[src/design/cpuPkg.sv]
package cpuPkg;

  ////////////////////////////////////////////////////////////
  // Machine word and register types
  ////////////////////////////////////////////////////////////
  typedef logic [15:0] dataWord;  // One register or memory value
  typedef logic [3:0]  regIdx;    // Register number, $0 reads as zero

  // Instruction opcodes, the top nibble of every instruction word
  typedef enum logic [3:0] {
    opAdd = 4'h0,  // rd = rs + rt
    opSub = 4'h1,  // rd = rs - rt
    opXor = 4'h2,  // rd = rs ^ rt
    opAnd = 4'h3,  // rd = rs & rt
    opLw  = 4'h8,  // rd = mem[rs + offset]
    opSw  = 4'h9,  // mem[rs + offset] = rd
    opLlb = 4'ha,  // Low byte of rd replaced by the immediate
    opLhb = 4'hb,  // High byte of rd replaced by the immediate
    opNop = 4'hf   // No operation, any unused opcode behaves the same
  } opcodeT;

  // Operations carried from decode into the execute stage
  typedef enum logic [2:0] {
    aluAdd,   // Operand sum
    aluSub,   // Operand difference
    aluXor,
    aluAnd,
    aluAddr,  // Base register plus sign-extended offset
    aluLlb,   // Keep high byte of the first operand
    aluLhb    // Keep low byte of the first operand
  } aluOpT;

  // Register view, also used by loads and stores with rt as a signed offset
  typedef struct packed {
    opcodeT opcode;
    regIdx  rd;
    regIdx  rs;
    regIdx  rt;
  } regViewT;

  // Byte view used by LLB and LHB
  typedef struct packed {
    opcodeT     opcode;
    regIdx      rd;
    logic [7:0] imm;
  } byteViewT;

  // One instruction word, read through whichever view the opcode selects
  typedef union packed {
    regViewT  r;
    byteViewT b;
  } instrWord;

endpackage

[src/design/regFile.sv]
`timescale 1ns/1ps

module regFile
  import cpuPkg::*;
(
  input  logic    clk,
  input  logic    reset,
  input  regIdx   readReg1,
  input  regIdx   readReg2,
  output dataWord readData1,
  output dataWord readData2,
  input  logic    writeEnable,
  input  regIdx   writeReg,
  input  dataWord writeData
);

  dataWord [15:0] regs;  // Entry 0 is never written and stays zero after reset

  logic writeValid;  // A write that really lands in a register
  assign writeValid = writeEnable && (writeReg != '0);

  always_ff @(posedge clk) begin
    if (reset) begin
      regs <= '0;
    end else if (writeValid) begin
      regs[writeReg] <= writeData;
    end
  end

  // Write-through so decode sees a result in the same cycle it is written back
  assign readData1 = (writeValid && (writeReg == readReg1)) ? writeData : regs[readReg1];
  assign readData2 = (writeValid && (writeReg == readReg2)) ? writeData : regs[readReg2];

  // A write-back aimed at $0 must leave every register untouched
  property zeroWriteIgnored;
    @(posedge clk) disable iff (reset)
      (writeEnable && (writeReg == '0)) |=> $stable(regs);
  endproperty
  assert property (zeroWriteIgnored)
    else $error("regFile: write to $0 changed the register contents");

endmodule

[config.mk]
export PLATFORM = sky130hd
export DESIGN_NAME = regFile
export DESIGN_NICKNAME = d
export VERILOG_FILES = /design/src/design/cpuPkg.sv /design/src/design/regFile.sv
export SDC_FILE = /design/constraint.sdc
export NUM_CORES = 1
export LEC_CHECK = 0
export BUFFER_PORTS_ARGS = -buffer_cell sky130_fd_sc_hd__buf_2
export CORE_ASPECT_RATIO = 1.1
export CORE_MARGIN = 2
export CORE_UTILIZATION = 40
export DETAILED_ROUTE_END_ITERATION = 8
export PLACE_DENSITY_LB_ADDON = 0.12
export SYNTH_ARGS = -nofsm -noshare
export SYNTH_HDL_FRONTEND = slang
export SYNTH_SLANG_ARGS = --single-unit
[constraint.sdc]
create_clock -name clk -period 1.8 [get_ports clk]
set_input_delay 0.09 -clock clk [delete_from_list [all_inputs] [get_ports clk]]
set_output_delay 0.09 -clock clk [all_outputs]
set_load 0.01 [all_outputs]
==> summary.md <==
| Metric | Value |
|---|---|
| Post-synth net total | 1474 |
| Hold crit path type | primary input to register |
| Main synth FF type | dfxtp_1 |
| Share of cells above drive strength 1 | 0.303 |
| Top flop regs | regs x256 |
| CP arrival | 2.17 ns |
| Min cycle time layout | 2.26 ns |
| Top post-synthesis cells by count | 492 x nand2_1, 256 x dfxtp_1, 240 x a21oi_1, 125 x mux4_2, 96 x mux2i_1 |
| Synth top area share | 0.380 |
| Vias in the first global route | 11200 |
| Slew Limit Fails | 0 |
| FMAX | 0.442 GHz |
| Mean Syn Cell Area | 9.35 um2 |
| First-pass GRT wire length | 67.6 mm |
| Power density over the cells | 799 mW/mm2 |
| Maximum clock path buffer count | 3 |
| Area Growth Syn to Fin | 23.4% |
| Clock sinks | 256 |
| DIE AREA | 0.0352 mm2 |
| Total routed wirelength | 44.1 mm |
| Num CTS Buffers | 30 |
| GP Congestion | 0.862 |
| Placement Cell Area | 0.0149 mm2 |
| Final instance area | 0.0166 mm2 |
| CTS tree | done |
| Critical Path Source Type | register |
| Nets | 1570 |
| Detail Route Antenna Nets | 0 |
| I/O pin total | 63 |
| DR vias | 11200 |
| Synth area leader | dfxtp_1 |
| Port Buffer Count | 62 |
| Reg with most FFs | regs |
| Core footprint | 0.0332 mm2 |
| Static Leak | 5.82 nW |
| CTS Root Cell | clkbuf_16 |
| #FFs+latches synth | 256 |
| Worst-path fanout max | 3 |
| GR Overflow Total | 0 |
| DR iter-0 viols | 826 |
| Post-Route Utilization | 0.502 |
| Synth warn | 0 |
| Share of the clock period used by the worst path | 1.26 |
| DRC Markers | 0 |
| R2R Setup Slk | 1.14 ns |
| Vert. Die Dim | 197 um |
| Avg Vias per Cell | 5.59 |
| Unrepaired setup endpoints after global routing | yes |
| Clk_skew | 0 ns |
| Initial Util | 0.406 |
| H-tree levels | 1 |
| Status | finished, violations left |
| Drt first pass iters | 5 |
| Detailed placement HPWL | 28.9 mm |
| Max Cap Viol | 0 |
| GR Util All Layers | 0.255 |
| Setup bufs post-CTS | 0 |
| Async SR Flop Fraction | 0 |
| Clk pin slew, worst setup/hold paths | 0.06 ns |
| Die width | 179 um |
| Row Count | 70 |
| Pin count of the biggest net entering global routing | 60 |
| Failing checks | negative setup slack |
| Cell variety after synth | 28 |
| Critical Setup Path Class | register to primary output |
| Register area share after synthesis | 0.380 |
| Final hold violations | 0 |
| Post-Synthesis Cells | 1443 |
| Most numerous cell in the Yosys netlist | nand2_1 |
| Worst EP required | 1.71 ns |
| Worst Tran Pin Value | 0.514 ns |
| Max reg flops | 256 |
| Later-pin clock latency in the skew report | 0.56 ns |
| Routed len/inst | 22.1 um |
| Setup crit end kind | primary output |
| Relative slew slack | 0.658 |
| Initial antenna violation count | 3 |
| Peak supply drop | 0.00107 V |
| Synth top area cells | dfxtp_1 38%, mux4_2 21%, nand2_1 14% |
| Number of synthesized flops with an enable pin | 0 |
| Final setup viols | 32 |
| Setup ws final | -0.465 ns |
| Post-Syn Area | 0.0135 mm2 |
-- per-layer routing --
metal | vias to the layer above | track usage | share of wire
met4 | 4 | 0.0699 | 0.027
met2 | 413 | 0.438 | 0.49
li1 | 5228 | - | -
met5 | - | 0 | 0.00057
met3 | 82 | 0.0328 | 0.069
met1 | 5428 | 0.336 | 0.41
-- cell type report --
type	count	area, um2
Sequential cell	256	5180
Timing Repair Buffer	202	1960
Clock inverter	8	68.8
Multi-Input combinational cell	1049	7970
Tap cell	432	541
Fill cell	3023	16500
Antenna cell	1	2.50
Clock buffer	47	936
-- repair_timing --
item	4_1_cts	5_1_grt
endpoints found under the setup margin	32	32
gates resized for setup	110	27
cloned	0	0
hold buffers	16	0
endpoints found under the hold margin	240	0
-- power by group --
part	internal, mW	switching, mW	total (mW)
combinational	0.612	0.773	1.39
sequential	5.74	0.0494	5.79
clock	3.68	2.44	6.13
total	10.0	3.27	13.3
-- per-stage QoR --
step / power [mW] / hold WS [ns] / std cells / setup slack, ns / TNS [ns]
global placement: 7.18 / 0.450 / 1923 / -0.195 / -3.83
detailed placement: 7.19 / 0.458 / 1923 / -0.196 / -3.91
floorplan: 6.69 / 0.376 / 1443 / 0.248 / 0
CTS: 13.4 / 0.0346 / 1994 / -0.482 / -13.63
global route: 13.7 / 0.0529 / 1994 / -0.517 / -14.90
finish: 13.3 / 0.0436 / 1995 / -0.465 / -12.92
-- critical path, cell delays in order (launching register included) --
cell     delay (ns)
dfxtp_1        0.32
mux4_2         0.46
mux2i_1        0.24
mux2i_1        0.17
mux2_4         0.31
buf_6          0.12
-- worst paths after layout --
check / start / endpoint / cells past startpoint
hold reg to reg: regs[123]$_SDFFE_PP0P_ / regs[123]$_SDFFE_PP0P_ / 2
setup / recovery: regs[231]$_SDFFE_PP0P_ / readData2[7] / 5
setup reg to reg: regs[61]$_SDFFE_PP0P_ / regs[61]$_SDFFE_PP0P_ / 2
hold / removal: reset / regs[7]$_SDFFE_PP0P_ / 2
-- kinds of logic after synthesis --
family / count (synthesis) / share of synthesized area
flops: 256 / 0.380
mux: 256 / 0.312
xor+xnor: 8 / 0.00519
buf+inv: 138 / 0.0514
compound gates: 241 / 0.0903
simple gates: 544 / 0.161
-- layout by cell type (no fill, tap or decap) --
| master | n |
|---|---|
| mux4_2 | 126 |
| mux2_4 | 22 |
| nor3b_1 | 1 |
| nor2_4 | 3 |
| mux2i_1 | 67 |
| and3b_1 | 2 |
| nor3_2 | 3 |
| nand3_1 | 5 |
| mux2i_4 | 11 |
| buf_6 | 32 |
| nand2b_1 | 2 |
| buf_4 | 101 |
| clkbuf_16 | 31 |
| dfxtp_2 | 42 |
| dlygate4sd3_1 | 16 |
| mux2i_2 | 18 |
| nor2b_1 | 18 |
| nand2_1 | 492 |
| nand3b_1 | 2 |
| a21oi_1 | 240 |
| clkinv_2 | 6 |
| mux4_1 | 2 |
| o41ai_2 | 1 |
| or3b_2 | 1 |
| nor2_1 | 10 |
| bufinv_16 | 1 |
| nor2_2 | 2 |
| and3_1 | 1 |
| buf_2 | 25 |
| mux2_2 | 10 |
| clkinv_4 | 1 |
| clkbuf_8 | 11 |
| diode_2 | 1 |
| buf_12 | 27 |
| clkbuf_1 | 6 |
| xnor2_1 | 8 |
| dfxtp_1 | 214 |
| nand4_1 | 2 |
Power figures use the tool's default switching activity.
