==> config.mk <==
export PLATFORM = sky130hd
export DESIGN_NAME = executeStage_flat
export DESIGN_NICKNAME = d
export VERILOG_FILES = /design/src/design/cpuPkg.sv /design/src/design/stageIf.sv /design/src/design/executeStage.sv /design/src/flat_wrapper.sv
export SDC_FILE = /design/constraint.sdc
export NUM_CORES = 1
export LEC_CHECK = 0
export ABC_AREA = 1
export BUFFER_PORTS_ARGS = -buffer_cell sky130_fd_sc_hd__buf_2
export CORE_UTILIZATION = 54
export CTS_CLUSTER_SIZE = 14
export DETAILED_ROUTE_END_ITERATION = 16
export PLACE_DENSITY = 0.87
export SYNTH_ARGS = -nofsm -noshare
export SYNTH_HDL_FRONTEND = slang
export SYNTH_SLANG_ARGS = --single-unit
==> constraint.sdc <==
create_clock -name clk -period 6.5 [get_ports clk]
set_input_delay 0 -clock clk [delete_from_list [all_inputs] [get_ports clk]]
set_output_delay 0 -clock clk [all_outputs]
set_load 0.005 [all_outputs]
==> src/design/cpuPkg.sv <==
package cpuPkg;

  ////////////////////////////////////////////////////////////
  // Machine word and register types
  ////////////////////////////////////////////////////////////
  typedef logic [15:0] dataWord;  // One register or memory value
  typedef logic [3:0]  regIdx;    // Register number, $0 reads as zero

  // Instruction opcodes, the top nibble of every instruction word
  typedef enum logic [3:0] {
    opAdd = 4'h0,  // rd = rs + rt
    opSub = 4'h1,  // rd = rs - rt
    opXor = 4'h2,  // rd = rs ^ rt
    opAnd = 4'h3,  // rd = rs & rt
    opLw  = 4'h8,  // rd = mem[rs + offset]
    opSw  = 4'h9,  // mem[rs + offset] = rd
    opLlb = 4'ha,  // Low byte of rd replaced by the immediate
    opLhb = 4'hb,  // High byte of rd replaced by the immediate
    opNop = 4'hf   // No operation, any unused opcode behaves the same
  } opcodeT;

  // Operations carried from decode into the execute stage
  typedef enum logic [2:0] {
    aluAdd,   // Operand sum
    aluSub,   // Operand difference
    aluXor,
    aluAnd,
    aluAddr,  // Base register plus sign-extended offset
    aluLlb,   // Keep high byte of the first operand
    aluLhb    // Keep low byte of the first operand
  } aluOpT;

  // Register view, also used by loads and stores with rt as a signed offset
  typedef struct packed {
    opcodeT opcode;
    regIdx  rd;
    regIdx  rs;
    regIdx  rt;
  } regViewT;

  // Byte view used by LLB and LHB
  typedef struct packed {
    opcodeT     opcode;
    regIdx      rd;
    logic [7:0] imm;
  } byteViewT;

  // One instruction word, read through whichever view the opcode selects
  typedef union packed {
    regViewT  r;
    byteViewT b;
  } instrWord;

endpackage

==> src/design/stageIf.sv <==
`timescale 1ns/1ps

////////////////////////////////////////////////////////////
// Decode/execute pipeline register
////////////////////////////////////////////////////////////
interface exStageIf
  import cpuPkg::*;
();
  logic    valid;      // Slot holds an instruction, low for a bubble
  aluOpT   aluOp;
  regIdx   srcReg1;    // First source, rd for LLB and LHB
  regIdx   srcReg2;    // Second source, rd for SW as its data source
  regIdx   destReg;
  logic    regWrite;
  logic    memRead;
  logic    memWrite;
  dataWord operand1;   // Register file value of srcReg1
  dataWord operand2;   // Register file value of srcReg2
  dataWord storeData;  // Store value before any bypass
  dataWord imm;        // Sign-extended offset or zero-extended byte

  modport exSrc (output valid, aluOp, srcReg1, srcReg2, destReg, regWrite, memRead,
                 memWrite, operand1, operand2, storeData, imm);
  modport exSink (input valid, aluOp, srcReg1, srcReg2, destReg, regWrite, memRead,
                  memWrite, operand1, operand2, storeData, imm);
  modport exHaz (input srcReg1, srcReg2, memWrite);
endinterface

////////////////////////////////////////////////////////////
// Execute/memory pipeline register
////////////////////////////////////////////////////////////
interface memStageIf
  import cpuPkg::*;
();
  logic    valid;
  regIdx   destReg;
  logic    regWrite;
  logic    memRead;
  logic    memWrite;
  regIdx   srcReg2;    // Store data source, checked for the MEM-to-MEM bypass
  dataWord result;     // ALU result or memory address
  dataWord storeData;  // Store value after the execute-stage bypass

  modport memSrc (output valid, destReg, regWrite, memRead, memWrite, srcReg2, result,
                  storeData);
  modport memSink (input valid, destReg, regWrite, memRead, memWrite, srcReg2, result,
                   storeData);
  modport memHaz (input valid, destReg, regWrite, memRead, memWrite, srcReg2);
endinterface

////////////////////////////////////////////////////////////
// Memory/write-back pipeline register
////////////////////////////////////////////////////////////
interface wbStageIf
  import cpuPkg::*;
();
  logic    valid;
  regIdx   destReg;
  logic    regWrite;
  dataWord value;  // Loaded word or ALU result

  modport wbSrc (output valid, destReg, regWrite, value);
  modport wbSink (input valid, destReg, regWrite, value);
endinterface

==> src/design/executeStage.sv <==
`timescale 1ns/1ps

module executeStage
  import cpuPkg::*;
(
  input  logic        clk,
  input  logic        reset,
  exStageIf.exSink    exIn,         // Decode/execute register
  wbStageIf.wbSink    wbView,       // Bypass value from write-back
  input  logic [1:0]  forwardA,
  input  logic [1:0]  forwardB,
  input  logic        forwardMemEx,
  memStageIf.memSrc   memOut        // Execute/memory register
);

  dataWord opA;       // First operand after bypass
  dataWord opB;       // Second operand after bypass
  dataWord stData;    // Store data after bypass
  dataWord aluOut;

  ////////////////////////////////////////////////////////////
  // Operand bypass
  ////////////////////////////////////////////////////////////
  always_comb begin
    case (forwardA)
      2'b10:   opA = memOut.result;   // Instruction one ahead
      2'b01:   opA = wbView.value;    // Instruction two ahead
      default: opA = exIn.operand1;
    endcase
    case (forwardB)
      2'b10:   opB = memOut.result;
      2'b01:   opB = wbView.value;
      default: opB = exIn.operand2;
    endcase
  end

  // Store data follows the second source, a load ahead is fixed up in memory
  always_comb begin
    if (forwardB == 2'b10) begin
      stData = memOut.result;
    end else if (forwardMemEx) begin
      stData = wbView.value;
    end else begin
      stData = exIn.storeData;
    end
  end

  ////////////////////////////////////////////////////////////
  // ALU and address adder
  ////////////////////////////////////////////////////////////
  always_comb begin
    case (exIn.aluOp)
      aluAdd:  aluOut = opA + opB;  // Wraps on overflow
      aluSub:  aluOut = opA - opB;
      aluXor:  aluOut = opA ^ opB;
      aluAnd:  aluOut = opA & opB;
      aluAddr: aluOut = opA + exIn.imm;
      aluLlb:  aluOut = {opA[15:8], exIn.imm[7:0]};
      aluLhb:  aluOut = {exIn.imm[7:0], opA[7:0]};
      default: aluOut = opA + opB;
    endcase
  end

  // Control of the execute/memory register
  always_ff @(posedge clk) begin
    if (reset) begin
      memOut.valid    <= 1'b0;
      memOut.regWrite <= 1'b0;
      memOut.memRead  <= 1'b0;
      memOut.memWrite <= 1'b0;
    end else begin
      memOut.valid    <= exIn.valid;
      memOut.regWrite <= exIn.regWrite;
      memOut.memRead  <= exIn.memRead;
      memOut.memWrite <= exIn.memWrite;
    end
  end

  // Payload of the execute/memory register
  always_ff @(posedge clk) begin
    memOut.destReg   <= exIn.destReg;
    memOut.srcReg2   <= exIn.srcReg2;
    memOut.result    <= aluOut;
    memOut.storeData <= stData;
  end

endmodule

==> src/flat_wrapper.sv <==
// flat-port wrapper written by rule: the top's interface ports become plain ports
module executeStage_flat import cpuPkg::*;
  (clk, reset, forwardA, forwardB, forwardMemEx, exIn_valid, exIn_aluOp, exIn_srcReg1, exIn_srcReg2, exIn_destReg, exIn_regWrite, exIn_memRead, exIn_memWrite, exIn_operand1, exIn_operand2, exIn_storeData, exIn_imm, wbView_valid, wbView_destReg, wbView_regWrite, wbView_value, memOut_valid, memOut_destReg, memOut_regWrite, memOut_memRead, memOut_memWrite, memOut_srcReg2, memOut_result, memOut_storeData);
  exStageIf exIn_i ();
  wbStageIf wbView_i ();
  memStageIf memOut_i ();
  input  logic clk;
  input  logic reset;
  input  logic [1:0] forwardA;
  input  logic [1:0] forwardB;
  input  logic forwardMemEx;
  input wire logic [$bits(exIn_i.valid)-1:0] exIn_valid;
  input wire logic [$bits(exIn_i.aluOp)-1:0] exIn_aluOp;
  input wire logic [$bits(exIn_i.srcReg1)-1:0] exIn_srcReg1;
  input wire logic [$bits(exIn_i.srcReg2)-1:0] exIn_srcReg2;
  input wire logic [$bits(exIn_i.destReg)-1:0] exIn_destReg;
  input wire logic [$bits(exIn_i.regWrite)-1:0] exIn_regWrite;
  input wire logic [$bits(exIn_i.memRead)-1:0] exIn_memRead;
  input wire logic [$bits(exIn_i.memWrite)-1:0] exIn_memWrite;
  input wire logic [$bits(exIn_i.operand1)-1:0] exIn_operand1;
  input wire logic [$bits(exIn_i.operand2)-1:0] exIn_operand2;
  input wire logic [$bits(exIn_i.storeData)-1:0] exIn_storeData;
  input wire logic [$bits(exIn_i.imm)-1:0] exIn_imm;
  input wire logic [$bits(wbView_i.valid)-1:0] wbView_valid;
  input wire logic [$bits(wbView_i.destReg)-1:0] wbView_destReg;
  input wire logic [$bits(wbView_i.regWrite)-1:0] wbView_regWrite;
  input wire logic [$bits(wbView_i.value)-1:0] wbView_value;
  output wire logic [$bits(memOut_i.valid)-1:0] memOut_valid;
  output wire logic [$bits(memOut_i.destReg)-1:0] memOut_destReg;
  output wire logic [$bits(memOut_i.regWrite)-1:0] memOut_regWrite;
  output wire logic [$bits(memOut_i.memRead)-1:0] memOut_memRead;
  output wire logic [$bits(memOut_i.memWrite)-1:0] memOut_memWrite;
  output wire logic [$bits(memOut_i.srcReg2)-1:0] memOut_srcReg2;
  output wire logic [$bits(memOut_i.result)-1:0] memOut_result;
  output wire logic [$bits(memOut_i.storeData)-1:0] memOut_storeData;
  assign exIn_i.valid = exIn_valid;
  assign exIn_i.aluOp = exIn_aluOp;
  assign exIn_i.srcReg1 = exIn_srcReg1;
  assign exIn_i.srcReg2 = exIn_srcReg2;
  assign exIn_i.destReg = exIn_destReg;
  assign exIn_i.regWrite = exIn_regWrite;
  assign exIn_i.memRead = exIn_memRead;
  assign exIn_i.memWrite = exIn_memWrite;
  assign exIn_i.operand1 = exIn_operand1;
  assign exIn_i.operand2 = exIn_operand2;
  assign exIn_i.storeData = exIn_storeData;
  assign exIn_i.imm = exIn_imm;
  assign wbView_i.valid = wbView_valid;
  assign wbView_i.destReg = wbView_destReg;
  assign wbView_i.regWrite = wbView_regWrite;
  assign wbView_i.value = wbView_value;
  assign memOut_valid = memOut_i.valid;
  assign memOut_destReg = memOut_i.destReg;
  assign memOut_regWrite = memOut_i.regWrite;
  assign memOut_memRead = memOut_i.memRead;
  assign memOut_memWrite = memOut_i.memWrite;
  assign memOut_srcReg2 = memOut_i.srcReg2;
  assign memOut_result = memOut_i.result;
  assign memOut_storeData = memOut_i.storeData;
  executeStage u_core (.clk(clk), .reset(reset), .exIn(exIn_i), .wbView(wbView_i), .forwardA(forwardA), .forwardB(forwardB), .forwardMemEx(forwardMemEx), .memOut(memOut_i));
endmodule
==> results.md <==
- Outcome: complete, no violations
- Slew Limit Fails: 0
- Adder-Cell Fraction of Synth Area: 11.05%
- Synth Instances: 630
- Clock skew: 0.006617 ns
- Die Wd: 88.41 um
- Kind of critical path: in -> reg
- Commonest cells after routing, fill and taps aside: 179 x nand2_1, 145 x buf_2, 66 x inv_1
- CTS tree: built
- Area delta synth->final: 28.77%
- Synth Area in XOR/XNOR: 1.086%
- Worst vdd ir: 0.09129 mV
- Largest area contributor in the netlist: dfxtp_1
- Setup_tns: 0 ns
- Vias per inst: 5.724
- Detailed Routing Iterations Pass 1: 5
- Max clock buf depth: 2
- Area share of the largest cell type after synthesis: 21.85%
- Post-route cell area: 5191 um2
- WP data arrival: 3.85 ns
- Combinational family with the most area after synthesis: simple AND/OR/NAND/NOR gates
- Die Ht: 88.41 um
- Post CTS Setup Buffer Count: 0
- Crit path capture type: register
- # clock sinks: 44
- Layout cell share with drive strength beyond 1: 24.33%
- Pwr Density: 229.4 nW/um2
- Commonest non-fill, non-tap cell in the layout: nand2_1
- Syn_area_per_cell: 6.399 um2
- Ys async rst share: 0%
- Post-Place Worst Slack: 2.666 ns
- Slew @ Worst Pin: 1.019 ns
- Compound-cell area share of the yosys netlist: 22.69%
- Final worst-path cycle share: 55.70%
- Routability Congestion: 0.9876
- # rows: 31
- Register area share after synthesis: 21.85%
- Final hold vios: 0
- Initial Util: 55.58%
- Crit path time final: 3.620 ns
- Post-CTS sizing: 0
- Max_cap viols: 0
- RSZ-0062 raised after global routing: false
- Critical Path Fanout Max: 28
- PortBufs: 145
- FMAX: 276.2 MHz
- HP Class: in -> reg
- Post-synthesis simple-gate area fraction: 33.24%
- Unique masters post-synth: 43
- # setup viols final: 0
- DP Area: 4780 um2
- Post-synthesis mux area share: 0%
- First DRT Iteration DRCs: 461
- Worst-path clk slew: 0.08 ns
- Aggregate global-route resource usage: 37.21%
- Num CTS Buffers: 5
- Total number of vias: 5,083
- CTS H-tree depth: 2
- Ant. Diodes: 0
- Utilization after layout: 71.57%
- Root Driver: clkbuf_8
- Ys flop type: dfxtp_1
- Remaining DRCs: 0
- Setup ws final: 2.880 ns
- Post-synthesis cell area: 4031 um2
- Layout Nets: 935
- Clk_lat worst skew: 0.29 ns
- Placed wire-length estimate: 10,550 um
- Mapped Nets: 777
- Initial antenna violation count: 0
- Top post-synthesis cells by area: dfxtp_1 22%, nand2_1 17%, ha_1 11%
- Largest net degree at the start of global routing: 29
- Global route total overflow: 0
- DRT antenna net count: 0
- Vias in the first global route: 4,711
- Flops & latches, synth: 44
- Die ar.: 7815 um2
- Synth warn: 0
- P_leak: 2.769 nW
- I/O Pins: 156
- Core ar.: 7253 um2
- Hold buffers post-CTS: 29
- Worst setup SP type: input port
- EDFF count, synth: 0
- Routed WL: 14,390 um
- Global-route wire length before repair: 22,690 um
- Slew HR: 31.71%
- Fin Hold WS: 0.01649 ns
- Routed len/inst: 16.20 um
- Worst Path Required: 6.73 ns
-- worst max-delay path, cell delays in order --
cell and delay [ns]:
buf_2 0.10, inv_1 0.04, ha_1 0.38, clkinv_1 0.57
o21ai_0 0.55, inv_1 0.14, ha_1 0.25, fa_1 0.40
nand3_1 0.09, nand2_1 0.09, a21oi_1 0.26, o21ai_0 0.20
inv_1 0.08, nor2_1 0.04, nor2_1 0.19, o21ai_0 0.11
nand2_1 0.07, nand3_1 0.13, nand2_1 0.14
-- final timing paths --
| path | startpoint | endpoint | slack, ns | cells after the start |
|---|---|---|---|---|
| setup reg to reg | u_core.memOut.result[1] | u_core.memOut.result[12] | 3.29 | 18 |
| hold reg to reg | u_core.memOut.result[14] | u_core.memOut.storeData[14] | 0.54 | 2 |
| hold / removal | wbView_value[2] | u_core.memOut.storeData[2] | 0.02 | 3 |
| setup / recovery | forwardA[0] | u_core.memOut.result[12] | 2.88 | 19 |
-- cells by family after synthesis --
kind of cell,after synthesis
simple gates,301
fa+ha+maj,35
xor+xnor,5
buf+inv,99
flops,44
compound gates,146
-- per-layer routing --
metal	up-vias	global-route usage (%)	wire length [um]
met5	-	0	0
li1	2435	-	-
met3	56	7.183	1570
met1	2233	46.36	5664
met4	0	14.96	511
met2	359	63.01	6639
-- Yosys cell counts (all sizes together), types with 5 or more instances --
cell type and n:
a21oi 54, a221oi 13, a22oi 12, buf 8
clkbuf 19, dfxtp 44, ha 34, inv 71
nand2 191, nand3 46, nor2 48, nor3 5
o21ai 36, o22ai 11, or2 8
-- report_power, final --
group | internal (mW) | switching (mW) | total, mW
Clock | 0.126 | 0.0953 | 0.221
Sequential | 0.326 | 0.0536 | 0.380
Combinational | 0.235 | 0.355 | 0.590
Total | 0.687 | 0.504 | 1.19
-- stage by stage --
| step | instances | power (mW) |
|---|---|---|
| floorplan | 630 | 0.7424 |
| CTS | 888 | 1.166 |
| detailed placement | 851 | 0.9357 |
| global route | 888 | 1.288 |
| global placement | 851 | 0.9203 |
| finish | 888 | 1.191 |
-- state kept, by name, indices dropped and copies added (netlist names) --
signal / cells
u_core.memOut.srcReg2: 4
u_core.memOut.memWrite: 1
u_core.memOut.memRead: 1
u_core.memOut.storeData: 16
u_core.memOut.result: 16
u_core.memOut.regWrite: 1
u_core.memOut.valid: 1
u_core.memOut.destReg: 4
-- cell type report --
class                           instances  area [um2]
Timing Repair Buffer                  178        1046
Tap cell                               99       123.9
Clock buffer                            6       82.58
Fill cell                             591        2062
Sequential cell                        44       880.8
Clock inverter                          2       38.79
Inverter                               72       270.3
Multi-Input combinational cell        487        2749
Note: power is estimated with default switching activity, not from simulation.
