$ cat config.mk
export PLATFORM = sky130hd
export DESIGN_NAME = decodeStage_flat
export DESIGN_NICKNAME = d
export VERILOG_FILES = /design/src/design/cpuPkg.sv /design/src/design/stageIf.sv /design/src/design/decodeStage.sv /design/src/flat_wrapper.sv
export SDC_FILE = /design/constraint.sdc
export NUM_CORES = 1
export LEC_CHECK = 0
export ABC_CLOCK_PERIOD_IN_PS = 1300
export BUFFER_PORTS_ARGS = -buffer_cell sky130_fd_sc_hd__clkbuf_2
export CAP_MARGIN = 10
export CORE_ASPECT_RATIO = 0.8
export CORE_MARGIN = 8
export CORE_UTILIZATION = 37
export DETAILED_ROUTE_END_ITERATION = 10
export PLACE_DENSITY_LB_ADDON = 0.12
export SLEW_MARGIN = 20
export SYNTH_ARGS = -nofsm -noshare
export SYNTH_HDL_FRONTEND = slang
export SYNTH_SLANG_ARGS = --single-unit
$ cat constraint.sdc
create_clock -name clk -period 1.3 [get_ports clk]
set_clock_uncertainty 0.2 [all_clocks]
set_input_delay 0.13 -clock clk [delete_from_list [all_inputs] [get_ports clk]]
set_output_delay 0.13 -clock clk [all_outputs]
set_load 0.05 [all_outputs]
$ cat src/design/cpuPkg.sv
package cpuPkg;

  ////////////////////////////////////////////////////////////
  // Machine word and register types
  ////////////////////////////////////////////////////////////
  typedef logic [15:0] dataWord;  // One register or memory value
  typedef logic [3:0]  regIdx;    // Register number, $0 reads as zero

  // Instruction opcodes, the top nibble of every instruction word
  typedef enum logic [3:0] {
    opAdd = 4'h0,  // rd = rs + rt
    opSub = 4'h1,  // rd = rs - rt
    opXor = 4'h2,  // rd = rs ^ rt
    opAnd = 4'h3,  // rd = rs & rt
    opLw  = 4'h8,  // rd = mem[rs + offset]
    opSw  = 4'h9,  // mem[rs + offset] = rd
    opLlb = 4'ha,  // Low byte of rd replaced by the immediate
    opLhb = 4'hb,  // High byte of rd replaced by the immediate
    opNop = 4'hf   // No operation, any unused opcode behaves the same
  } opcodeT;

  // Operations carried from decode into the execute stage
  typedef enum logic [2:0] {
    aluAdd,   // Operand sum
    aluSub,   // Operand difference
    aluXor,
    aluAnd,
    aluAddr,  // Base register plus sign-extended offset
    aluLlb,   // Keep high byte of the first operand
    aluLhb    // Keep low byte of the first operand
  } aluOpT;

  // Register view, also used by loads and stores with rt as a signed offset
  typedef struct packed {
    opcodeT opcode;
    regIdx  rd;
    regIdx  rs;
    regIdx  rt;
  } regViewT;

  // Byte view used by LLB and LHB
  typedef struct packed {
    opcodeT     opcode;
    regIdx      rd;
    logic [7:0] imm;
  } byteViewT;

  // One instruction word, read through whichever view the opcode selects
  typedef union packed {
    regViewT  r;
    byteViewT b;
  } instrWord;

endpackage

$ cat src/design/stageIf.sv
`timescale 1ns/1ps

////////////////////////////////////////////////////////////
// Decode/execute pipeline register
////////////////////////////////////////////////////////////
interface exStageIf
  import cpuPkg::*;
();
  logic    valid;      // Slot holds an instruction, low for a bubble
  aluOpT   aluOp;
  regIdx   srcReg1;    // First source, rd for LLB and LHB
  regIdx   srcReg2;    // Second source, rd for SW as its data source
  regIdx   destReg;
  logic    regWrite;
  logic    memRead;
  logic    memWrite;
  dataWord operand1;   // Register file value of srcReg1
  dataWord operand2;   // Register file value of srcReg2
  dataWord storeData;  // Store value before any bypass
  dataWord imm;        // Sign-extended offset or zero-extended byte

  modport exSrc (output valid, aluOp, srcReg1, srcReg2, destReg, regWrite, memRead,
                 memWrite, operand1, operand2, storeData, imm);
  modport exSink (input valid, aluOp, srcReg1, srcReg2, destReg, regWrite, memRead,
                  memWrite, operand1, operand2, storeData, imm);
  modport exHaz (input srcReg1, srcReg2, memWrite);
endinterface

////////////////////////////////////////////////////////////
// Execute/memory pipeline register
////////////////////////////////////////////////////////////
interface memStageIf
  import cpuPkg::*;
();
  logic    valid;
  regIdx   destReg;
  logic    regWrite;
  logic    memRead;
  logic    memWrite;
  regIdx   srcReg2;    // Store data source, checked for the MEM-to-MEM bypass
  dataWord result;     // ALU result or memory address
  dataWord storeData;  // Store value after the execute-stage bypass

  modport memSrc (output valid, destReg, regWrite, memRead, memWrite, srcReg2, result,
                  storeData);
  modport memSink (input valid, destReg, regWrite, memRead, memWrite, srcReg2, result,
                   storeData);
  modport memHaz (input valid, destReg, regWrite, memRead, memWrite, srcReg2);
endinterface


$ cat src/design/decodeStage.sv
`timescale 1ns/1ps

module decodeStage
  import cpuPkg::*;
(
  input  logic    clk,
  input  logic    reset,
  input  logic    instrValid,   // High when instr holds a word to take this edge
  input  instrWord instr,
  output regIdx   rfReadReg1,
  output regIdx   rfReadReg2,
  input  dataWord rfReadData1,
  input  dataWord rfReadData2,
  exStageIf.exSrc exOut,        // Decode/execute register
  memStageIf.memHaz memView     // Older instruction, checked for load-use
);

  opcodeT  op;
  regIdx   src1, src2, dest;
  aluOpT   aluOp;
  logic    writes, isLoad, isStore;
  dataWord immVal;

  assign op = instr.r.opcode;  // Opcode sits in the same bits in both views

  ////////////////////////////////////////////////////////////
  // Field decode
  ////////////////////////////////////////////////////////////
  always_comb begin
    src1    = '0;  // Unused sources read $0 and never match a bypass
    src2    = '0;
    dest    = '0;
    aluOp   = aluAdd;
    writes  = 1'b0;
    isLoad  = 1'b0;
    isStore = 1'b0;
    immVal  = {{12{instr.r.rt[3]}}, instr.r.rt};  // Signed offset for loads and stores
    case (op)
      opAdd, opSub, opXor, opAnd: begin
        src1   = instr.r.rs;
        src2   = instr.r.rt;
        dest   = instr.r.rd;
        writes = 1'b1;
        aluOp  = (op == opSub) ? aluSub : (op == opXor) ? aluXor :
                 (op == opAnd) ? aluAnd : aluAdd;
      end
      opLw: begin
        src1   = instr.r.rs;   // Base address
        dest   = instr.r.rd;
        writes = 1'b1;
        isLoad = 1'b1;
        aluOp  = aluAddr;
      end
      opSw: begin
        src1    = instr.r.rs;
        src2    = instr.r.rd;  // Data to store
        isStore = 1'b1;
        aluOp   = aluAddr;
      end
      opLlb, opLhb: begin
        src1   = instr.b.rd;   // Untouched byte comes from rd itself
        dest   = instr.b.rd;
        writes = 1'b1;
        aluOp  = (op == opLlb) ? aluLlb : aluLhb;
        immVal = {8'h00, instr.b.imm};
      end
      default: ;  // NOP and unused opcodes leave the defaults
    endcase
  end

  assign rfReadReg1 = src1;
  assign rfReadReg2 = src2;

  // Control clears on reset and for bubbles
  always_ff @(posedge clk) begin
    if (reset) begin
      exOut.valid    <= 1'b0;
      exOut.regWrite <= 1'b0;
      exOut.memRead  <= 1'b0;
      exOut.memWrite <= 1'b0;
    end else begin
      exOut.valid    <= instrValid;
      exOut.regWrite <= instrValid && writes;
      exOut.memRead  <= instrValid && isLoad;
      exOut.memWrite <= instrValid && isStore;
    end
  end

  always_ff @(posedge clk) begin
    exOut.aluOp     <= aluOp;
    exOut.srcReg1   <= src1;
    exOut.srcReg2   <= src2;
    exOut.destReg   <= dest;
    exOut.operand1  <= rfReadData1;
    exOut.operand2  <= rfReadData2;
    exOut.storeData <= rfReadData2;  // Same read port as operand2, SW has no ALU use for it
    exOut.imm       <= immVal;
  end

  // A load result is ready one stage too late for an ALU operand right behind it
  property noLoadUse;
    @(posedge clk) disable iff (reset)
      (memView.valid && memView.memRead && memView.regWrite && (memView.destReg != '0) &&
       exOut.valid)
      |-> (exOut.srcReg1 != memView.destReg) &&
          (exOut.memWrite || (exOut.srcReg2 != memView.destReg));
  endproperty
  assert property (noLoadUse)
    else $error("decodeStage: load-use hazard on register %0d", memView.destReg);

endmodule

$ cat src/flat_wrapper.sv
// flat-port wrapper written by rule: the top's interface ports become plain ports
module decodeStage_flat import cpuPkg::*;
  (clk, reset, instrValid, instr, rfReadReg1, rfReadReg2, rfReadData1, rfReadData2, exOut_valid, exOut_aluOp, exOut_srcReg1, exOut_srcReg2, exOut_destReg, exOut_regWrite, exOut_memRead, exOut_memWrite, exOut_operand1, exOut_operand2, exOut_storeData, exOut_imm, memView_valid, memView_destReg, memView_regWrite, memView_memRead, memView_memWrite, memView_srcReg2);
  exStageIf exOut_i ();
  memStageIf memView_i ();
  input  logic clk;
  input  logic reset;
  input  logic instrValid;
  input  instrWord instr;
  output regIdx rfReadReg1;
  output regIdx rfReadReg2;
  input  dataWord rfReadData1;
  input  dataWord rfReadData2;
  output wire logic [$bits(exOut_i.valid)-1:0] exOut_valid;
  output wire logic [$bits(exOut_i.aluOp)-1:0] exOut_aluOp;
  output wire logic [$bits(exOut_i.srcReg1)-1:0] exOut_srcReg1;
  output wire logic [$bits(exOut_i.srcReg2)-1:0] exOut_srcReg2;
  output wire logic [$bits(exOut_i.destReg)-1:0] exOut_destReg;
  output wire logic [$bits(exOut_i.regWrite)-1:0] exOut_regWrite;
  output wire logic [$bits(exOut_i.memRead)-1:0] exOut_memRead;
  output wire logic [$bits(exOut_i.memWrite)-1:0] exOut_memWrite;
  output wire logic [$bits(exOut_i.operand1)-1:0] exOut_operand1;
  output wire logic [$bits(exOut_i.operand2)-1:0] exOut_operand2;
  output wire logic [$bits(exOut_i.storeData)-1:0] exOut_storeData;
  output wire logic [$bits(exOut_i.imm)-1:0] exOut_imm;
  input wire logic [$bits(memView_i.valid)-1:0] memView_valid;
  input wire logic [$bits(memView_i.destReg)-1:0] memView_destReg;
  input wire logic [$bits(memView_i.regWrite)-1:0] memView_regWrite;
  input wire logic [$bits(memView_i.memRead)-1:0] memView_memRead;
  input wire logic [$bits(memView_i.memWrite)-1:0] memView_memWrite;
  input wire logic [$bits(memView_i.srcReg2)-1:0] memView_srcReg2;
  assign exOut_valid = exOut_i.valid;
  assign exOut_aluOp = exOut_i.aluOp;
  assign exOut_srcReg1 = exOut_i.srcReg1;
  assign exOut_srcReg2 = exOut_i.srcReg2;
  assign exOut_destReg = exOut_i.destReg;
  assign exOut_regWrite = exOut_i.regWrite;
  assign exOut_memRead = exOut_i.memRead;
  assign exOut_memWrite = exOut_i.memWrite;
  assign exOut_operand1 = exOut_i.operand1;
  assign exOut_operand2 = exOut_i.operand2;
  assign exOut_storeData = exOut_i.storeData;
  assign exOut_imm = exOut_i.imm;
  assign memView_i.valid = memView_valid;
  assign memView_i.destReg = memView_destReg;
  assign memView_i.regWrite = memView_regWrite;
  assign memView_i.memRead = memView_memRead;
  assign memView_i.memWrite = memView_memWrite;
  assign memView_i.srcReg2 = memView_srcReg2;
  decodeStage u_core (.clk(clk), .reset(reset), .instrValid(instrValid), .instr(instr), .rfReadReg1(rfReadReg1), .rfReadReg2(rfReadReg2), .rfReadData1(rfReadData1), .rfReadData2(rfReadData2), .exOut(exOut_i), .memView(memView_i));
endmodule
==> impl_metrics.tcl <==
set metrics [dict create \
    synth_nets 202 \
    die_w_um 93.2 \
    holdPathStages 3 \
    routabilityCongestion 0.707 \
    grt_pass1_vias 1768 \
    hold_path_end "u_core.exOut.memRead$_SDFF_PP0_" \
    sw_frac_of_total 0.288 \
    syn_area_um2 1770 \
    vdd_ir_drop_max_v 0.000996 \
    yosys-top-cells-count "dfxtp_1 (60), buf_4 (24), a21oi_1 (9), nand2b_1 (7)" \
    seqPwrFrac 0.388 \
    pin_count 154 \
    synthMostInstantiatedCell "dfxtp_1" \
    path_class "register to primary output" \
    ys_seq_area_frac 0.680 \
    synthFlopType "dfxtp_1" \
    crit_path_end_kind "primary output" \
    cts_root_buf "clkbuf_8" \
    synth.distinct_cells 19 \
    fp.dieH_um 77.8 \
    netSwitchingPower_mw 1.47 \
    clk_pin_slew_ns 0.06 \
    hold_viol_final 0 \
    internal_power_mw 3.63 \
    path_max_fanout 8 \
    crit_required_ns 0.97 \
    hold_start "instr[13]" \
    dr.pass1.iters 4 \
    cp_num_buf_inv 1 \
    port_buffers 141 \
    max_stage_delay_ns 0.39 \
    h-tree-depth 3 \
    cellPowerDensity_nw_per_um2 1440 \
    setup_viol 0 \
    ys_top_cells_by_area "dfxtp_1 (68%), buf_4 (10%), mux2_4 (3.4%)" \
    pwr-share-comb 0.232 \
    wl_per_cell_um 15.4 \
    yosys_warnings 0 \
    post-route-util 0.769 \
    critPathSlowestCell "dfxtp_2" \
    grt-ovfl-total 0 \
    cts_tree "built" \
    initial_core_util 0.384 \
    cts_made_buffers 9 \
    area_delta_synth_final_pct 100 \
    clockBufferDepth 2 \
    first_iter_violations 30 \
    pwr-share-clk 0.381 \
    vias_per_cell 4.19 \
    run_status "finished clean" \
    layoutNonFillerInstCount 392 \
    diodes 0 \
    finalCriticalPeriod_ns 1.27 \
    synth_top_area_share 0.680 \
    maxCapViolCount 0 \
    setup_tns_ns 0 \
    synth_edf_count 0 \
    drive_gt1_frac 0.542 \
    slew_viol_final 0 \
    fp.dieArea_um2 7250 \
    antenna_found_initial 0 \
    cp-start-kind "register" \
    clock-sinks 60 \
    arrival_ns 0.94 \
    synth-seq-cells 60 \
    rows 22 \
    grt_pass1_wl_mm 9.03 \
    synth_cells 139 \
    antenna_left 0 \
    postSynthAreaPerCell_um2 12.7 \
    routed_wl_mm 6.03 \
    slew_headroom 0.796 \
    crit_chain "buf_4" \
    yosys.area.top_type "dfxtp_1" \
    synthArstFlopShare 0 \
    dpl.hpwl_mm 4.01 \
    finalCritPeriodShare 0.980 \
    drc 0 \
    nNetsFinal 391 \
    grt_max_degree 17 \
    post-place-cells 318 \
    min_path_type "input pin to register" \
    grt_usage 0.162 \
    core_um2 4600 \
    total_leakage_power_nw 1.72 \
    fmax_mhz 785 \
    rsz0062_at_grt "true" \
    crit_family "flip-flops" \
    dr_total_vias 1643 \
    worst_pin_slew_ns 0.306 \
]
-- cells by family after synthesis --
logic type | after synthesis | synth area share
simple gates | 26 | 0.101
mux | 4 | 0.0340
compound gates | 14 | 0.0524
buf+inv | 35 | 0.133
flops | 60 | 0.680
-- power by group through the flow --
stage          clock (mW)  combinational, mW  sequential (mW)
2_1_floorplan           0              0.381             2.37
3_3_place_gp            0              0.989             2.01
3_5_place_dp            0              0.992             2.02
4_1_cts              1.99               1.16             1.98
5_1_grt              2.07               1.23             1.99
6_report             1.94               1.18             1.98
-- through the flow --
step | worst slack, ns | power, mW | hold WS, ns | area, um^2
final | 0.0263 | 5.10 | 0.00590 | 3530
after global routing | -0.0290 | 5.28 | 0.00149 | 3530
after CTS | -0.0102 | 5.12 | 0.00743 | 3470
after detailed placement | -0.0873 | 3.01 | 0.0341 | 2590
after global placement | -0.0666 | 3.00 | 0.0326 | 2590
after floorplan | -0.135 | 2.75 | -0.0423 | 1870
-- per-layer routing --
metal | GRT usage | share of wire | routed length, um
met4 | 0.0770 | 0.016 | 98
met5 | 0 | 0 | 0
met1 | 0.161 | 0.38 | 2300
met3 | 0.0990 | 0.12 | 728
met2 | 0.263 | 0.48 | 2910
-- sequential cells by signal, summed over array words and instances (netlist names), 3 cells and up --
name and flops:
u_core.exOut.imm 9, u_core.exOut.operand2 16, u_core.exOut.operand1 16, u_core.exOut.destReg 4, u_core.exOut.srcReg2 4, u_core.exOut.srcReg1 4, u_core.exOut.aluOp 3
-- worst max-delay path by stage --
stage                                              start                         endpoint  cells past startpoint
after floorplan                                instr[14]  u_core.exOut.srcReg1[2]$_DFF_P_                      3
after global placement                         instr[15]                    rfReadReg1[2]                      5
after detailed placement                       instr[15]                    rfReadReg1[2]                      5
after CTS                 u_core.exOut.imm[8]$_SDFF_PP0_                     exOut_imm[8]                      1
after global routing      u_core.exOut.imm[8]$_SDFF_PP0_                     exOut_imm[9]                      1
final                     u_core.exOut.imm[8]$_SDFF_PP0_                     exOut_imm[9]                      1
-- cells in the final DEF, fill, tap and decap left out, types with 4 or more instances in the layout --
cell type,instances
a21oi_4,8
buf_12,8
buf_2,12
buf_4,22
clkbuf_2,85
clkbuf_4,21
clkbuf_8,9
dfxtp_1,59
dlygate4sd3_1,59
inv_1,4
mux2_4,4
nand2b_1,7
nand3_1,4
nand4b_1,4
nor3b_1,4
-- cell type report --
| class | count | area (um^2) |
|---|---|---|
| Clock inverter | 4 | 98.8 |
| Clock buffer | 11 | 131 |
| Fill cell | 302 | 1060 |
| Tap cell | 60 | 75.1 |
| Inverter | 4 | 15.0 |
| Timing Repair Buffer | 209 | 1590 |
| Sequential cell | 60 | 1200 |
| Multi-Input combinational cell | 44 | 427 |
-- what timing repair did --
item                                    CTS  global route
hold buffers                             58             1
endpoints found under the setup margin   22            51
endpoints found under the hold margin    59             1
resized for setup                        20            67
pin swaps                                 2             2
setup buffers                             0             0
cloned                                    0             0
(Power assumes the default switching activity.)
