**src/design/cpuPkg.sv**
```systemverilog
package cpuPkg;

  ////////////////////////////////////////////////////////////
  // Machine word and register types
  ////////////////////////////////////////////////////////////
  typedef logic [15:0] dataWord;  // One register or memory value
  typedef logic [3:0]  regIdx;    // Register number, $0 reads as zero

  // Instruction opcodes, the top nibble of every instruction word
  typedef enum logic [3:0] {
    opAdd = 4'h0,  // rd = rs + rt
    opSub = 4'h1,  // rd = rs - rt
    opXor = 4'h2,  // rd = rs ^ rt
    opAnd = 4'h3,  // rd = rs & rt
    opLw  = 4'h8,  // rd = mem[rs + offset]
    opSw  = 4'h9,  // mem[rs + offset] = rd
    opLlb = 4'ha,  // Low byte of rd replaced by the immediate
    opLhb = 4'hb,  // High byte of rd replaced by the immediate
    opNop = 4'hf   // No operation, any unused opcode behaves the same
  } opcodeT;

  // Operations carried from decode into the execute stage
  typedef enum logic [2:0] {
    aluAdd,   // Operand sum
    aluSub,   // Operand difference
    aluXor,
    aluAnd,
    aluAddr,  // Base register plus sign-extended offset
    aluLlb,   // Keep high byte of the first operand
    aluLhb    // Keep low byte of the first operand
  } aluOpT;

  // Register view, also used by loads and stores with rt as a signed offset
  typedef struct packed {
    opcodeT opcode;
    regIdx  rd;
    regIdx  rs;
    regIdx  rt;
  } regViewT;

  // Byte view used by LLB and LHB
  typedef struct packed {
    opcodeT     opcode;
    regIdx      rd;
    logic [7:0] imm;
  } byteViewT;

  // One instruction word, read through whichever view the opcode selects
  typedef union packed {
    regViewT  r;
    byteViewT b;
  } instrWord;

endpackage

```
**src/design/stageIf.sv**
```systemverilog
`timescale 1ns/1ps

////////////////////////////////////////////////////////////
// Decode/execute pipeline register
////////////////////////////////////////////////////////////
interface exStageIf
  import cpuPkg::*;
();
  logic    valid;      // Slot holds an instruction, low for a bubble
  aluOpT   aluOp;
  regIdx   srcReg1;    // First source, rd for LLB and LHB
  regIdx   srcReg2;    // Second source, rd for SW as its data source
  regIdx   destReg;
  logic    regWrite;
  logic    memRead;
  logic    memWrite;
  dataWord operand1;   // Register file value of srcReg1
  dataWord operand2;   // Register file value of srcReg2
  dataWord storeData;  // Store value before any bypass
  dataWord imm;        // Sign-extended offset or zero-extended byte

  modport exSrc (output valid, aluOp, srcReg1, srcReg2, destReg, regWrite, memRead,
                 memWrite, operand1, operand2, storeData, imm);
  modport exSink (input valid, aluOp, srcReg1, srcReg2, destReg, regWrite, memRead,
                  memWrite, operand1, operand2, storeData, imm);
  modport exHaz (input srcReg1, srcReg2, memWrite);
endinterface

////////////////////////////////////////////////////////////
// Execute/memory pipeline register
////////////////////////////////////////////////////////////
interface memStageIf
  import cpuPkg::*;
();
  logic    valid;
  regIdx   destReg;
  logic    regWrite;
  logic    memRead;
  logic    memWrite;
  regIdx   srcReg2;    // Store data source, checked for the MEM-to-MEM bypass
  dataWord result;     // ALU result or memory address
  dataWord storeData;  // Store value after the execute-stage bypass

  modport memSrc (output valid, destReg, regWrite, memRead, memWrite, srcReg2, result,
                  storeData);
  modport memSink (input valid, destReg, regWrite, memRead, memWrite, srcReg2, result,
                   storeData);
  modport memHaz (input valid, destReg, regWrite, memRead, memWrite, srcReg2);
endinterface

////////////////////////////////////////////////////////////
// Memory/write-back pipeline register
////////////////////////////////////////////////////////////
interface wbStageIf
  import cpuPkg::*;
();
  logic    valid;
  regIdx   destReg;
  logic    regWrite;
  dataWord value;  // Loaded word or ALU result

  modport wbSrc (output valid, destReg, regWrite, value);
  modport wbSink (input valid, destReg, regWrite, value);
endinterface

```
**src/design/forwardingUnit.sv**
```systemverilog
`timescale 1ns/1ps

module forwardingUnit (
  exStageIf.exHaz   exView,     // Instruction now in execute
  memStageIf.memHaz memView,    // Execute/memory register
  wbStageIf.wbSink  wbView,     // Memory/write-back register
  output logic [1:0] forwardA,  // 2'b10 memory result, 2'b01 write-back value
  output logic [1:0] forwardB,
  output logic      forwardMemEx,  // Write-back value into the store data in execute
  output logic      forwardMem     // Write-back value into the store data in memory
);

  logic memWritesReg;  // Execute/memory instruction writes a real register
  logic wbWritesReg;   // Write-back instruction writes a real register
  logic exToExA, exToExB;
  logic memToExA, memToExB;
  logic memToMem;

  // $0 is never forwarded since it always reads as zero
  assign memWritesReg = memView.regWrite && (memView.destReg != '0);
  assign wbWritesReg  = wbView.regWrite && (wbView.destReg != '0);

  ////////////////////////////////////////////////////////////
  // EX-to-EX, result from the instruction just ahead
  ////////////////////////////////////////////////////////////
  assign exToExA = memWritesReg && (memView.destReg == exView.srcReg1);
  assign exToExB = memWritesReg && (memView.destReg == exView.srcReg2);

  ////////////////////////////////////////////////////////////
  // MEM-to-EX, result from two instructions ahead
  ////////////////////////////////////////////////////////////
  // The newer match wins when both older instructions wrote the same register
  assign memToExA = wbWritesReg && !exToExA && (wbView.destReg == exView.srcReg1);
  assign memToExB = wbWritesReg && !exToExB && (wbView.destReg == exView.srcReg2);

  // Store source in the memory stage written by the instruction right ahead of it
  assign memToMem = wbWritesReg && (wbView.destReg == memView.srcReg2);

  ////////////////////////////////////////////////////////////
  // Select outputs
  ////////////////////////////////////////////////////////////
  assign forwardA = exToExA  ? 2'b10 :
                    memToExA ? 2'b01 : 2'b00;
  assign forwardB = exToExB  ? 2'b10 :
                    memToExB ? 2'b01 : 2'b00;

  assign forwardMemEx = memToExB && exView.memWrite;  // SW data two behind its producer
  assign forwardMem   = memToMem;                     // Covers LW followed by SW of its result

  // Select code 3 has no source behind it in execute
  always_comb begin
    assert final ((forwardA != 2'b11) && (forwardB != 2'b11))
      else $error("forwardingUnit: illegal operand select A=%b B=%b", forwardA, forwardB);
  end

endmodule

```
**src/flat_wrapper.sv**
```systemverilog
// flat-port wrapper written by rule: the top's interface ports become plain ports
module forwardingUnit_flat 
  (forwardA, forwardB, forwardMemEx, forwardMem, exView_srcReg1, exView_srcReg2, exView_memWrite, memView_valid, memView_destReg, memView_regWrite, memView_memRead, memView_memWrite, memView_srcReg2, wbView_valid, wbView_destReg, wbView_regWrite, wbView_value);
  exStageIf exView_i ();
  memStageIf memView_i ();
  wbStageIf wbView_i ();
  output logic [1:0] forwardA;
  output logic [1:0] forwardB;
  output logic forwardMemEx;
  output logic forwardMem;
  input wire logic [$bits(exView_i.srcReg1)-1:0] exView_srcReg1;
  input wire logic [$bits(exView_i.srcReg2)-1:0] exView_srcReg2;
  input wire logic [$bits(exView_i.memWrite)-1:0] exView_memWrite;
  input wire logic [$bits(memView_i.valid)-1:0] memView_valid;
  input wire logic [$bits(memView_i.destReg)-1:0] memView_destReg;
  input wire logic [$bits(memView_i.regWrite)-1:0] memView_regWrite;
  input wire logic [$bits(memView_i.memRead)-1:0] memView_memRead;
  input wire logic [$bits(memView_i.memWrite)-1:0] memView_memWrite;
  input wire logic [$bits(memView_i.srcReg2)-1:0] memView_srcReg2;
  input wire logic [$bits(wbView_i.valid)-1:0] wbView_valid;
  input wire logic [$bits(wbView_i.destReg)-1:0] wbView_destReg;
  input wire logic [$bits(wbView_i.regWrite)-1:0] wbView_regWrite;
  input wire logic [$bits(wbView_i.value)-1:0] wbView_value;
  assign exView_i.srcReg1 = exView_srcReg1;
  assign exView_i.srcReg2 = exView_srcReg2;
  assign exView_i.memWrite = exView_memWrite;
  assign memView_i.valid = memView_valid;
  assign memView_i.destReg = memView_destReg;
  assign memView_i.regWrite = memView_regWrite;
  assign memView_i.memRead = memView_memRead;
  assign memView_i.memWrite = memView_memWrite;
  assign memView_i.srcReg2 = memView_srcReg2;
  assign wbView_i.valid = wbView_valid;
  assign wbView_i.destReg = wbView_destReg;
  assign wbView_i.regWrite = wbView_regWrite;
  assign wbView_i.value = wbView_value;
  forwardingUnit u_core (.exView(exView_i), .memView(memView_i), .wbView(wbView_i), .forwardA(forwardA), .forwardB(forwardB), .forwardMemEx(forwardMemEx), .forwardMem(forwardMem));
endmodule
```
**config.mk**
```make
export PLATFORM = sky130hd
export DESIGN_NAME = forwardingUnit_flat
export DESIGN_NICKNAME = d
export VERILOG_FILES = /design/src/design/cpuPkg.sv /design/src/design/stageIf.sv /design/src/design/forwardingUnit.sv /design/src/flat_wrapper.sv
export SDC_FILE = /design/constraint.sdc
export NUM_CORES = 1
export LEC_CHECK = 0
export BUFFER_PORTS_ARGS = -buffer_cell sky130_fd_sc_hd__buf_2
export CAP_MARGIN = 20
export CORE_AREA = 5 5 42 44
export DETAILED_ROUTE_END_ITERATION = 6
export DIE_AREA = 0 0 47 49
export GPL_ROUTABILITY_DRIVEN = 1
export PLACE_DENSITY = 0.71
export SETUP_SLACK_MARGIN = 0.2
export SLEW_MARGIN = 5
export SYNTH_ARGS = -nofsm -noshare
export SYNTH_HDL_FRONTEND = slang
export SYNTH_SLANG_ARGS = --single-unit
```
**constraint.sdc**
```tcl
create_clock -name vclk -period 2.4
set_clock_uncertainty 0.05 [all_clocks]
set_input_delay 0.72 -clock vclk [all_inputs]
set_output_delay 0.72 -clock vclk [all_outputs]
set_load 0.005 [all_outputs]
```
==> results_dict.tcl, run 1 <==
set metrics [dict create \
    syn_to_final_growth_pct 109.2 \
    dr.pass1.iters 4 \
    cp_num_buf_inv 2 \
    num_rows 14 \
    drive_above_1_share_pct 67.09 \
    power_uw 111.1 \
    worstHoldPathType "input pin to primary output" \
    criticalPathCategory "input pin to primary output" \
    grt_use_met1_pct 11.74 \
    grt-ovfl-total 0 \
    post_drt_wl_per_cell_um 11.45 \
    hold_path_end "forwardMem" \
    critPathArrivalTime_ns 1.73 \
    synthCells 38 \
    layout_commonest_cell "buf_2" \
    drt-total-wl_um 1088 \
    use_met2_pct 19.00 \
    yosysWarnings 0 \
    synth_area_leader_cell "xnor2_1" \
    rsz0062_at_grt "true" \
    p_per_area_nw_per_um2 169.2 \
    synthesis.nets 81 \
    crit_required_ns 1.63 \
    min_period_ns 2.496 \
    maxCapViolCount 0 \
    grt_usage_pct 9.684 \
    start_util_pct 22.41 \
    ant_nets 0 \
    antenna_found_initial 0 \
    clock.fmax_ghz 0.4007 \
    crit_chain "buf_6 > o41a_1 > and3_4 > a211oi_2 > buf_2" \
    drt_iter0_drc 1 \
    diodes 0 \
    min_path_cells 5 \
    grt_first_pass_wirelength_um 1773 \
    status "finished, violations left" \
    grt_pass1_vias 450 \
    cpMaxStageDelayCell "o41a_1" \
    drv_slew 0 \
    grt_max_degree 4 \
    layout_common_cells "22 x buf_2, 14 x xnor2_1, 12 x buf_4, 8 x buf_6, 6 x xor2_1" \
    hpwl_um 990.1 \
    critical-path-top-delay-family "compound AO/OA/AOI/OAI gates" \
    die_y_um 49 \
    seq_cells 0 \
    ir_drop_mv 0.06528 \
    clkbuf_count 0 \
    cp-end-kind "primary output" \
    grtUsageMet3_pct 0 \
    nets 124 \
    setup_ws_ns -0.09578 \
    timing.final.crit_share_pct 104.0 \
    p_leak_nw 0.3033 \
    core_um2 1401 \
    final.setup.tns_ns -0.3279 \
    final-seq-area_um2 0 \
    hold_violations 0 \
    seq_area_frac_synth_pct 0 \
    slew_headroom_pct 84.78 \
    synth.area.top_cells "xnor2_1 39%, xor2_1 17%, nand4_1 6.0%" \
    violations "negative setup slack" \
    hold_start "memView_srcReg2[3]" \
    crit_path_max_incr_delay_ns 0.43 \
    fp.dieW_um 47 \
    pin_count 49 \
    syn-cell-area_um2 314.1 \
    drt-vias-per-instance 4.484 \
    utilization_pct 46.88 \
    crit_path_start_kind "input pin" \
    tightest_slew_ns 0.2275 \
    setup_viol 5 \
    gp_congestion 0.7070 \
    critPathMaxFanout 2 \
    io_buffers 29 \
    critPathLaunch "memView_destReg[3]" \
    via_count 426 \
    top_usage_layer "met2" \
    hold_buffers 0 \
    postSynthAreaPerCell_um2 8.265 \
    synth_top_area_share_pct 39.04 \
    holdWs_ns 1.759 \
    yosysUniqueCellTypes 14 \
    dieArea_um2 2303 \
    drc 0 \
]
==> final cells by class <==
class,instances,area (um2)
inverter,1,3.754
tap,16,20.02
timing repair buffer,43,305.3
multi-input combinational,35,327.8
fill,168,744.5
==> timing repair <==
| item | 4_1_cts | 5_1_grt |
|---|---|---|
| cloned | 0 | 0 |
| setup buffers | 2 | 1 |
| pin swaps | 6 | 3 |
| gates resized for setup | 11 | 5 |
| endpoints found under the setup margin | 6 | 6 |
==> cell usage after synthesis, drive strengths merged <==
cell type and number:
o41ai 1, xnor2 14, or2 1, o41a 1, buf 2, nor2 2, xor2 6, and2 2
nand4 3, nor4 1, a211oi 3, and3 1, inv 1
==> worst max path at each step <==
stage / end / depth (start not counted)
4_1_cts: forwardA[0] / 5
5_1_grt: forwardA[0] / 5
6_report: forwardA[0] / 5
3_5_place_dp: forwardA[0] / 5
3_3_place_gp: forwardA[0] / 5
2_1_floorplan: forwardA[1] / 4
==> metal layers <==
layer  vias to the layer above  wire length [um]
met2                        20               614
met1                       191               378
met5                         -                 0
met3                         0                95
li1                        215                 -
met4                         0                 0
==> cells by family after synthesis <==
logic type / after synthesis / share of synthesized area (%)
and+or+nand+nor: 10 / 20.72
buffers and inverters: 3 / 5.974
xor gates and xnor gates: 20 / 55.78
AOI/OAI and AO/OA: 5 / 17.53
==> power by group <==
part,switching [mW],internal [mW]
sequential,0,0
combinational,0.0445,0.0666
clock,0,0
total,0.0445,0.0666
==> metrics by stage <==
step,area (um2),std cells,setup slack (ns)
6_report,656.9,95,-0.09578
5_1_grt,656.9,95,-0.1553
4_1_cts,625.6,94,-0.08911
3_5_place_dp,554.3,92,-0.1498
3_3_place_gp,554.3,92,-0.1478
2_1_floorplan,325.3,38,0.05639
Note: power is estimated with default switching activity, not from simulation.
==> run 2: changes to the inputs <==
--- a/config.mk
+++ b/config.mk
@@ -6,7 +6,7 @@
 export NUM_CORES = 1
 export LEC_CHECK = 0
 export BUFFER_PORTS_ARGS = -buffer_cell sky130_fd_sc_hd__buf_2
-export CAP_MARGIN = 20
+export CAP_MARGIN = 25
 export CORE_AREA = 5 5 42 44
 export DETAILED_ROUTE_END_ITERATION = 6
 export DIE_AREA = 0 0 47 49
@@ -17,3 +17,4 @@
 export SYNTH_ARGS = -nofsm -noshare
 export SYNTH_HDL_FRONTEND = slang
 export SYNTH_SLANG_ARGS = --single-unit
+export TNS_END_PERCENT = 30
==> results_dict.tcl, run 2 (same netlist as run 1, synthesis figures left out) <==
set metrics [dict create \
    status "finished, violations left" \
    violations "negative setup slack" \
    clock.fmax_ghz 0.4027 \
    holdWs_ns 1.718 \
    slew_headroom_pct 78.01 \
    min_period_ns 2.483 \
    dr.pass1.iters 4 \
    die_y_um 49 \
    start_util_pct 22.41 \
    pre_cts_ws_ns -0.1464 \
    rsz0062_at_grt "true" \
    worstHoldPathType "input pin to primary output" \
    grt_max_degree 5 \
    io_buffers 29 \
    pin_count 49 \
    hpwl_um 991.4 \
    drive_above_1_share_pct 65.00 \
    num_rows 14 \
    power_uw 105.7 \
    core_um2 1401 \
    seq_cells 0 \
    ir_drop_mv 0.08820 \
    placed_cell_area_um2 578.1 \
    fp.dieW_um 47 \
    drt-total-wl_um 1051 \
    hold_violations 0 \
    cp-end-kind "primary output" \
    ant_nets 0 \
    grt_pass1_vias 432 \
    hold_path_end "forwardB[0]" \
    final-seq-area_um2 0 \
    hold_start "wbView_regWrite" \
    fill_cells 157 \
    setup_viol 5 \
    p_leak_nw 0.3001 \
    criticalPathCategory "input pin to primary output" \
    tightest_slew_ns 0.3287 \
    crit_required_ns 1.63 \
    antenna_found_initial 0 \
    dieArea_um2 2303 \
    final.setup.tns_ns -0.2545 \
    syn_to_final_growth_pct 101.2 \
    p_per_area_nw_per_um2 167.2 \
    layout_common_cells "23 x buf_2, 17 x buf_4, 14 x xnor2_1, 6 x xor2_1" \
    drv_slew 0 \
    critPathArrivalTime_ns 1.71 \
    fin_area_um2 631.9 \
    layout_commonest_cell "buf_2" \
    postCtsSetupBuffers 0 \
    min_path_cells 4 \
    setup_ws_ns -0.08320 \
    nets 125 \
    via_count 418 \
    drt-vias-per-instance 4.354 \
    maxCapViolCount 0 \
    diodes 0 \
    crit_path_start_kind "input pin" \
    grt_first_pass_wirelength_um 1794 \
    clkbuf_count 0 \
    timing.final.crit_share_pct 103.5 \
    drc 0 \
    gp_congestion 0.7423 \
    grt_usage_pct 9.825 \
    grt-ovfl-total 0 \
    post_drt_wl_per_cell_um 10.95 \
    drt_iter0_drc 6 \
    critPathMaxFanout 3 \
]
==> run 2: changes by cell type in the layout (fill, tap and decap cells not counted), sizes merged <==
cell and change:
buf +1
==> run 2: layout make-up <==
class,instances,area [um2],area share (%)
inverter,1,3.754,0.5941
tap,16,20.02,3.168
timing repair buffer,44,291.5,46.14
multi-input combinational,35,316.6,50.10
==> run 2: timing repair <==
item | in CTS | in global routing
hold buffers | 0 | 0
endpoints found under the hold margin | 0 | 0
gates resized for setup | 10 | 3
setup endpoints to repair | 6 | 6
pin swaps | 3 | 1
==> run 2: power by group <==
group,internal (mW),switching [mW],total [mW]
combinational,0.0633,0.0424,0.106
sequential,0,0,0
clock,0,0,0
==> run 2: worst max path at each step <==
stage,slack [ns],to,cells past startpoint,from
2_1_floorplan,0.06,forwardA[1],4,memView_destReg[3]
3_3_place_gp,-0.15,forwardA[0],5,memView_destReg[3]
3_5_place_dp,-0.15,forwardA[0],5,memView_destReg[3]
4_1_cts,-0.09,forwardA[0],5,memView_destReg[0]
5_1_grt,-0.14,forwardB[0],5,memView_destReg[0]
6_report,-0.08,forwardA[0],5,memView_destReg[0]
==> run 2: worst max-delay path, stage by stage <==
cell      delay, ns
buf_8          0.10
o41a_1         0.42
and3_4         0.16
a211oi_2       0.16
buf_2          0.14
==> run 2: through the flow <==
stage,std cells,util [%]
floorplan,38,-
global placement,96,41.25
detailed placement,96,41.25
CTS,96,44.46
global route,96,45.09
finish,96,45.09
==> run 2: metal layers <==
metal / track usage [%] / up-vias / routed length, um
met3: 0.7380 / 0 / 106
met5: 0 / - / 0
met4: 0 / 0 / 0
met2: 18.10 / 20 / 559
li1: - / 219 / -
met1: 12.61 / 179 / 385
